==> src/common/fetch_pkg.sv <==
package fetch_pkg;

    localparam int OFFSET_BITS = 2;
    localparam int INDEX_BITS = 4;
    localparam int TAG_BITS = 32 - INDEX_BITS - OFFSET_BITS;
    localparam int NUM_SETS = 1 << INDEX_BITS;

    // The fetch address is seen as a bus word and as cache fields.
    typedef union packed {
        logic [31:0] raw;
        struct packed {
            logic [TAG_BITS-1:0]    tag;
            logic [INDEX_BITS-1:0]  index;
            logic [OFFSET_BITS-1:0] offset;
        } f;
    } fetch_addr_t;

    localparam logic [1:0] RESP_OKAY = 2'b00;
    localparam logic [1:0] RESP_SLVERR = 2'b10;

endpackage

==> src/icache/icache_way.sv <==
module icache_way import fetch_pkg::*; (
    input  logic        clk,
    input  logic        rst,
    input  logic        flush,
    input  logic        rd_en,
    input  fetch_addr_t rd_addr,
    input  logic        wr_en,
    input  fetch_addr_t wr_addr,
    input  logic [31:0] wr_data,
    output logic        way_hit,
    output logic [31:0] way_data
);

    logic [NUM_SETS-1:0] valid;
    logic [TAG_BITS-1:0] tag_mem [NUM_SETS];
    logic [31:0]         data_mem [NUM_SETS];

    logic                rd_valid;
    logic [TAG_BITS-1:0] rd_tag;
    logic [TAG_BITS-1:0] lookup_tag;

    always_ff @(posedge clk or posedge rst) begin
        if (rst) begin
            valid <= '0;
            rd_valid <= 1'b0;
        end else if (flush) begin
            valid <= '0;
            rd_valid <= 1'b0; // Drop a read already in flight.
        end else begin
            if (wr_en) begin
                valid[wr_addr.f.index] <= 1'b1;
            end
            if (rd_en) begin
                rd_valid <= valid[rd_addr.f.index];
            end
        end
    end

    always_ff @(posedge clk) begin
        if (wr_en) begin
            tag_mem[wr_addr.f.index] <= wr_addr.f.tag;
            data_mem[wr_addr.f.index] <= wr_data;
        end
        if (rd_en) begin
            rd_tag <= tag_mem[rd_addr.f.index];
            lookup_tag <= rd_addr.f.tag;
            way_data <= data_mem[rd_addr.f.index];
        end
    end

    assign way_hit = rd_valid && (rd_tag == lookup_tag);

endmodule

==> src/icache/icache.sv <==
module icache import fetch_pkg::*; #(
    parameter int NUM_WAYS = 2
) (
    input  logic        clk,
    input  logic        rst,
    input  logic        flush,

    input  logic        lookup_valid,
    input  fetch_addr_t lookup_addr,
    output logic        hit,
    output logic [31:0] hit_data,

    input  logic        fill_valid,
    input  fetch_addr_t fill_addr,
    input  logic [31:0] fill_data
);

    localparam int PTR_BITS = (NUM_WAYS > 1) ? $clog2(NUM_WAYS) : 1;
    localparam logic [PTR_BITS-1:0] LAST_WAY = PTR_BITS'(NUM_WAYS - 1);

    logic [NUM_WAYS-1:0] way_hit;
    logic [31:0]         way_data [NUM_WAYS];
    logic [PTR_BITS-1:0] rr_ptr [NUM_SETS];
    logic [PTR_BITS-1:0] victim;

    assign victim = rr_ptr[fill_addr.f.index];

    for (genvar w = 0; w < NUM_WAYS; w++) begin : g_way
        localparam logic [PTR_BITS-1:0] WAY_ID = PTR_BITS'(w);

        icache_way u_way (
            .clk      (clk),
            .rst      (rst),
            .flush    (flush),
            .rd_en    (lookup_valid),
            .rd_addr  (lookup_addr),
            .wr_en    (fill_valid && (victim == WAY_ID)),
            .wr_addr  (fill_addr),
            .wr_data  (fill_data),
            .way_hit  (way_hit[w]),
            .way_data (way_data[w])
        );
    end

    assign hit = |way_hit;

    always_comb begin
        hit_data = '0;
        for (int w = 0; w < NUM_WAYS; w++) begin
            if (way_hit[w]) begin
                hit_data = way_data[w];
            end
        end
    end

    // One pointer per set, moved on by each fill of that set.
    always_ff @(posedge clk or posedge rst) begin
        if (rst) begin
            for (int s = 0; s < NUM_SETS; s++) begin
                rr_ptr[s] <= '0;
            end
        end else if (fill_valid) begin
            if (victim == LAST_WAY) begin
                rr_ptr[fill_addr.f.index] <= '0;
            end else begin
                rr_ptr[fill_addr.f.index] <= victim + 1'b1;
            end
        end
    end

    a_one_hit: assert property (@(posedge clk) disable iff (rst) $onehot0(way_hit));

endmodule

==> src/ifu/ifu.sv <==
module ifu import fetch_pkg::*; (
    input  logic        clk,
    input  logic        rst,
    input  logic        flush,

    input  logic        req_valid,
    output logic        req_ready,
    input  logic [31:0] pc,

    output logic        inst_valid,
    input  logic        inst_ready,
    output logic [31:0] inst,
    output logic        inst_fault,

    output logic [31:0] araddr,
    output logic        arvalid,
    input  logic        arready,
    input  logic [31:0] rdata,
    input  logic [1:0]  rresp,
    input  logic        rvalid,
    output logic        rready,

    output logic        lookup_valid,
    output fetch_addr_t lookup_addr,
    input  logic        hit,
    input  logic [31:0] hit_data,

    output logic        fill_valid,
    output fetch_addr_t fill_addr,
    output logic [31:0] fill_data
);

    localparam logic [2:0] IDLE  = 3'd0;
    localparam logic [2:0] CHECK = 3'd1;
    localparam logic [2:0] ADDR  = 3'd2;
    localparam logic [2:0] DATA  = 3'd3;
    localparam logic [2:0] HOLD  = 3'd4;

    logic [2:0]  state;
    fetch_addr_t fetch_pc;
    logic        accept;
    logic        hit_check;
    logic        r_done;

    assign req_ready = (state == IDLE) && !flush; // Hold off during flush.
    assign accept = req_valid && req_ready;
    // Way outputs are valid once the lookup pulse has gone.
    assign hit_check = (state == CHECK) && !lookup_valid;
    assign r_done = (state == DATA) && rvalid;

    assign lookup_addr = fetch_pc;
    assign araddr = fetch_pc.raw;
    assign fill_addr = fetch_pc;
    assign fill_data = inst; // Holds rdata during the fill pulse.

    always_ff @(posedge clk or posedge rst) begin
        if (rst) begin
            state <= IDLE;
            lookup_valid <= 1'b0;
            arvalid <= 1'b0;
            rready <= 1'b0;
            inst_valid <= 1'b0;
            fill_valid <= 1'b0;
        end else begin
            lookup_valid <= 1'b0;
            fill_valid <= 1'b0;
            case (state)
                IDLE: begin
                    if (accept) begin
                        lookup_valid <= 1'b1;
                        state <= CHECK;
                    end
                end
                CHECK: begin
                    if (hit_check) begin
                        if (hit) begin
                            inst_valid <= 1'b1;
                            state <= HOLD;
                        end else begin
                            arvalid <= 1'b1;
                            state <= ADDR;
                        end
                    end
                end
                ADDR: begin
                    if (arready) begin
                        arvalid <= 1'b0;
                        rready <= 1'b1;
                        state <= DATA;
                    end
                end
                DATA: begin
                    if (rvalid) begin
                        rready <= 1'b0;
                        inst_valid <= 1'b1;
                        fill_valid <= (rresp == RESP_OKAY); // Faulted words stay out.
                        state <= HOLD;
                    end
                end
                HOLD: begin
                    if (inst_ready) begin
                        inst_valid <= 1'b0;
                        state <= IDLE;
                    end
                end
                default: state <= IDLE;
            endcase
        end
    end

    always_ff @(posedge clk) begin
        if (accept) begin
            fetch_pc.raw <= pc;
        end
        if (hit_check && hit) begin
            inst <= hit_data;
            inst_fault <= 1'b0;
        end
        if (r_done) begin
            inst <= rdata;
            inst_fault <= (rresp != RESP_OKAY);
        end
    end

    a_araddr_stable: assert property (@(posedge clk) disable iff (rst)
        arvalid && !arready |=> arvalid && $stable(araddr));

    a_inst_stable: assert property (@(posedge clk) disable iff (rst)
        inst_valid && !inst_ready |=> inst_valid && $stable(inst) && $stable(inst_fault));

endmodule

==> src/hdl/fetch_top.sv <==
module fetch_top import fetch_pkg::*; #(
    parameter int NUM_WAYS = 2
) (
    input  logic        clk,
    input  logic        rst,
    input  logic        flush,

    input  logic        req_valid,
    output logic        req_ready,
    input  logic [31:0] pc,

    output logic        inst_valid,
    input  logic        inst_ready,
    output logic [31:0] inst,
    output logic        inst_fault,

    output logic [31:0] araddr,
    output logic        arvalid,
    input  logic        arready,
    input  logic [31:0] rdata,
    input  logic [1:0]  rresp,
    input  logic        rvalid,
    output logic        rready
);

    logic        lookup_valid;
    fetch_addr_t lookup_addr;
    logic        hit;
    logic [31:0] hit_data;
    logic        fill_valid;
    fetch_addr_t fill_addr;
    logic [31:0] fill_data;

    ifu u_ifu (
        .clk          (clk),
        .rst          (rst),
        .flush        (flush),
        .req_valid    (req_valid),
        .req_ready    (req_ready),
        .pc           (pc),
        .inst_valid   (inst_valid),
        .inst_ready   (inst_ready),
        .inst         (inst),
        .inst_fault   (inst_fault),
        .araddr       (araddr),
        .arvalid      (arvalid),
        .arready      (arready),
        .rdata        (rdata),
        .rresp        (rresp),
        .rvalid       (rvalid),
        .rready       (rready),
        .lookup_valid (lookup_valid),
        .lookup_addr  (lookup_addr),
        .hit          (hit),
        .hit_data     (hit_data),
        .fill_valid   (fill_valid),
        .fill_addr    (fill_addr),
        .fill_data    (fill_data)
    );

    icache #(
        .NUM_WAYS (NUM_WAYS)
    ) u_icache (
        .clk          (clk),
        .rst          (rst),
        .flush        (flush),
        .lookup_valid (lookup_valid),
        .lookup_addr  (lookup_addr),
        .hit          (hit),
        .hit_data     (hit_data),
        .fill_valid   (fill_valid),
        .fill_addr    (fill_addr),
        .fill_data    (fill_data)
    );

endmodule

==> config.mk <==
export PLATFORM = sky130hd
export DESIGN_NAME = fetch_top
export DESIGN_NICKNAME = d
export VERILOG_FILES = /design/src/common/fetch_pkg.sv /design/src/icache/icache_way.sv /design/src/icache/icache.sv /design/src/ifu/ifu.sv /design/src/hdl/fetch_top.sv
export SDC_FILE = /design/constraint.sdc
export NUM_CORES = 2
export LEC_CHECK = 0
export BUFFER_PORTS_ARGS = -buffer_cell sky130_fd_sc_hd__buf_2
export CORE_MARGIN = 4
export CORE_UTILIZATION = 55
export CTS_CLUSTER_SIZE = 16
export DETAILED_ROUTE_END_ITERATION = 10
export PLACE_DENSITY = 0.71
export SYNTH_ARGS = -nofsm -noshare
export SYNTH_HDL_FRONTEND = slang
export SYNTH_SLANG_ARGS = --single-unit
==> constraint.sdc <==
create_clock -name clk -period 10.7 [get_ports clk]
set_clock_uncertainty 0.15 [all_clocks]
set_input_delay 2.14 -clock clk [delete_from_list [all_inputs] [get_ports clk]]
set_output_delay 2.14 -clock clk [all_outputs]
set_load 0.02 [all_outputs]
==> flow_summary_export.csv <==
group,metric,value,unit
clocking,ctsRootBufferMaster,"clkbuf_16",
synth,synth_area_leaders,"edfxtp_1 78%, mux4_2 17%, dfrtp_1 1.8%",
floorplanning,num_io_pins,142,
detailed_routing,drc,0,
critical_path,startpoint_type,"input port",
critical_path,cp_max_fo,35,
grt,first_global_vias,37260,
placement,placed_cells,5260,
grt,grtUsageTotal,0.2531,
clocking,cts.sinks,2121,
clocking,tritoncts,"yes",
clocking,cts_resized,0,
critical_path,crit_required,8.41,ns
clocking,clkLatencyLatePin,0.85,ns
synth,syn_nets,3353,
placement,dpl_worst_slack,5.253,ns
floorplanning,chipHeight,388.6,um
hold_path,hp-class,"flip-flop to flip-flop",
sta,finalSetupViolations,0,
sta,fmax,0.1838,GHz
placement,io_buffers,141,
clocking,holdBufCountCts,0,
synth,synth_top_cell_by_area,"edfxtp_1",
floorplanning,rows,139,
detailed_routing,drt_pass1_iterations,5,
placement,gp_congestion,0.7615,
synth,async_flop_share,0.02735,
synth,ys_ff_latch,2121,
synth,yosys.area.top_type_share,0.7774,
power_and_ir_drop,power_density,198.2,nW/um2
sta,fin_ws,5.259,ns
grt,grt_overflow_total,0,
synth,synth_area_per_cell,24.30,um2
clocking,clk_path_buf_depth,3,
grt,grt_start_max_net_pins,120,
synth,synthFlopType,"edfxtp_1",
synth,synth_warnings,0,
synth,syn_area,79690,um2
detailed_routing,ant_nets,0,
grt,antenna_found_initial,3,
sta,tightestPinTransition,1.218,ns
clocking,cts_setup_buffers,0,
detailed_routing,vias_per_cell,6.576,
finish,syn2layout_area_growth,12.54,%
clocking,path_clk_slew,0.06,ns
detailed_routing,num_vias,37040,
finish,nets,3634,
grt,grt_pass1_wl,272100,um
critical_path,critPathArrivalTime,3.15,ns
floorplanning,die_x,388.6,um
finish,drive_gt1_frac,0.3113,
critical_path,end_kind,"output pin",
synth,synth-edff-count,2063,
synth,syn-instance-count,3280,
finish,layoutNonFillerInstCount,5633,
sta,post-route-min-period,5.441,ns
detailed_routing,finalWirelength,187700,um
power_and_ir_drop,p_leak,0.02856,uW
sta,drv_slew,0,
finish,final_util,0.6235,
clocking,htree_levels,4,
sta,min_period_over_period,0.5085,
synth,seq_area_frac_synth,0.7956,
clocking,numCtsBuffers,202,
job,drv_cap,0,
floorplanning,core,143800,um2
detailed_routing,wl_per_cell,33.32,um
floorplanning,dieArea,151000,um2
outcome,status,"completed",
sta,tns,0,ns
power_and_ir_drop,max-vdd-ir-drop,146.1,uV
sta,rsz0062_at_grt,"false",
placement,hpwl,91510,um
detailed_routing,drt_iter0_drc,4862,
critical_path,critPathKind,"input port to output pin",
finish,diodes,0,
sta,hold_violations,0,
synth,yosysUniqueCellTypes,41,
sta,relSlewSlack,0.1858,
floorplanning,start_util,0.5541,
[stage by stage]
step	area (um2)	hold WS, ns	power [uW]
floorplan	79690	0.2944	10460
global placement	83100	0.3065	10870
detailed placement	83100	0.3153	10900
CTS	89680	0.3286	17890
global route	89680	0.3425	18350
finish	89680	0.3298	17780
[cell families (layout without fill, tap and decap cells)]
group                     count (synthesis)  after routing  synth area share
muxes                                   601            601            0.1685
buffers and inverters                   161            611          0.008667
xor gates and xnor gates                 52             52          0.005715
and+or+nand+nor                         284            284           0.01608
AOI/OAI and AO/OA                        61             61          0.005480
DFF                                    2121           2121            0.7956
[layout make-up]
class                   count  area (um2)
clock buffers             250        5276
clock inverters           123        1305
fillers                  9279       54150
inverters                   3       11.26
multi-input cells         998       15870
flip-flops and latches   2121       63400
well taps                1903        2381
repair buffers            235        1436
[sequential cells by signal, summed over array words and instances, names as in the netlist]
name / flops
u_icache.g_way.u_way.data_mem: 1024
u_icache.g_way.u_way.tag_mem: 832
u_icache.g_way.u_way.way_data: 64
u_icache.g_way.u_way.rd_tag: 52
u_icache.g_way.u_way.valid: 32
u_ifu.araddr: 32
u_ifu.fill_data: 32
u_icache.g_way.u_way.lookup_tag: 26
u_icache.rr_ptr: 16
u_ifu.state: 3
u_icache.g_way.u_way.rd_valid: 2
u_ifu.arvalid: 1
u_ifu.fill_valid: 1
u_ifu.inst_fault: 1
u_ifu.inst_valid: 1
u_ifu.lookup_valid: 1
u_ifu.rready: 1
[routing by layer]
metal  up-vias  GRT usage  wire (um)
met5         -          0         28
met4         4    0.07043       4804
met1     19890     0.3704      72680
li1      14580          -          -
met3       317    0.05126      18630
met2      2248     0.3977      91530
[worst max-delay path, cell delays in order]
cell	delay [ns]
buf_2	0.31
nor4_1	0.45
buf_2	0.25
[where the power goes]
| part | leakage [uW] | internal, uW | switching [uW] | total, uW |
|---|---|---|---|---|
| sequential | 0.0196 | 9350 | 223 | 9580 |
| clock | 0.00320 | 3990 | 3080 | 7060 |
| combinational | 0.00581 | 502 | 634 | 1140 |
[worst paths after layout]
path                       slack (ns)  depth (start not counted)                              endpoint                start
min                              0.33                          1                   u_icache.rr_ptr[13]  u_icache.rr_ptr[13]
max                              5.26                          3                             req_ready                flush
max in group asynchronous        8.46                          3                    u_ifu.lookup_valid                  rst
max reg2reg                      5.40                          5  u_icache.g_way[1].u_way.way_data[22]      u_ifu.araddr[2]
min in group asynchronous        1.35                          3                      u_ifu.fill_valid                  rst
min reg2reg                      0.33                          1                   u_icache.rr_ptr[13]  u_icache.rr_ptr[13]
[cells in the final DEF (no fill, tap or decap), types with 6 or more instances in the layout]
master,count
nand3_1,41
mux2i_1,6
o211ai_1,32
buf_4,92
nand2_1,87
nor2_1,73
edfxtp_1,2063
clkinv_2,36
buf_2,141
xor2_1,38
nor4_1,16
inv_6,6
mux4_2,592
clkbuf_16,203
nand4_1,7
dfrtp_1,57
a21o_1,15
clkinvlp_4,6
clkbuf_1,45
nor2_4,30
bufinv_16,19
xnor2_1,14
clkinv_1,40
[synthesized netlist by cell type (2+ instances only)]
library cell	instances
xnor2_1	14
nor2_1	103
o211ai_1	32
o21ai_1	2
dfrtp_1	58
nor4_1	16
mux2_2	2
o21ai_0	3
edfxtp_1	2063
mux2i_1	7
nand2_1	88
and2_1	2
buf_1	15
nor2b_1	5
buf_2	54
a211oi_1	4
a21oi_1	3
nor3_1	5
inv_1	3
or4b_1	2
nand3_1	42
buf_4	3
mux4_2	592
a21o_1	15
nor4_2	3
clkbuf_1	85
nand4_1	7
xor2_1	38
and3_1	2
Note: power is estimated with default switching activity, not from simulation.
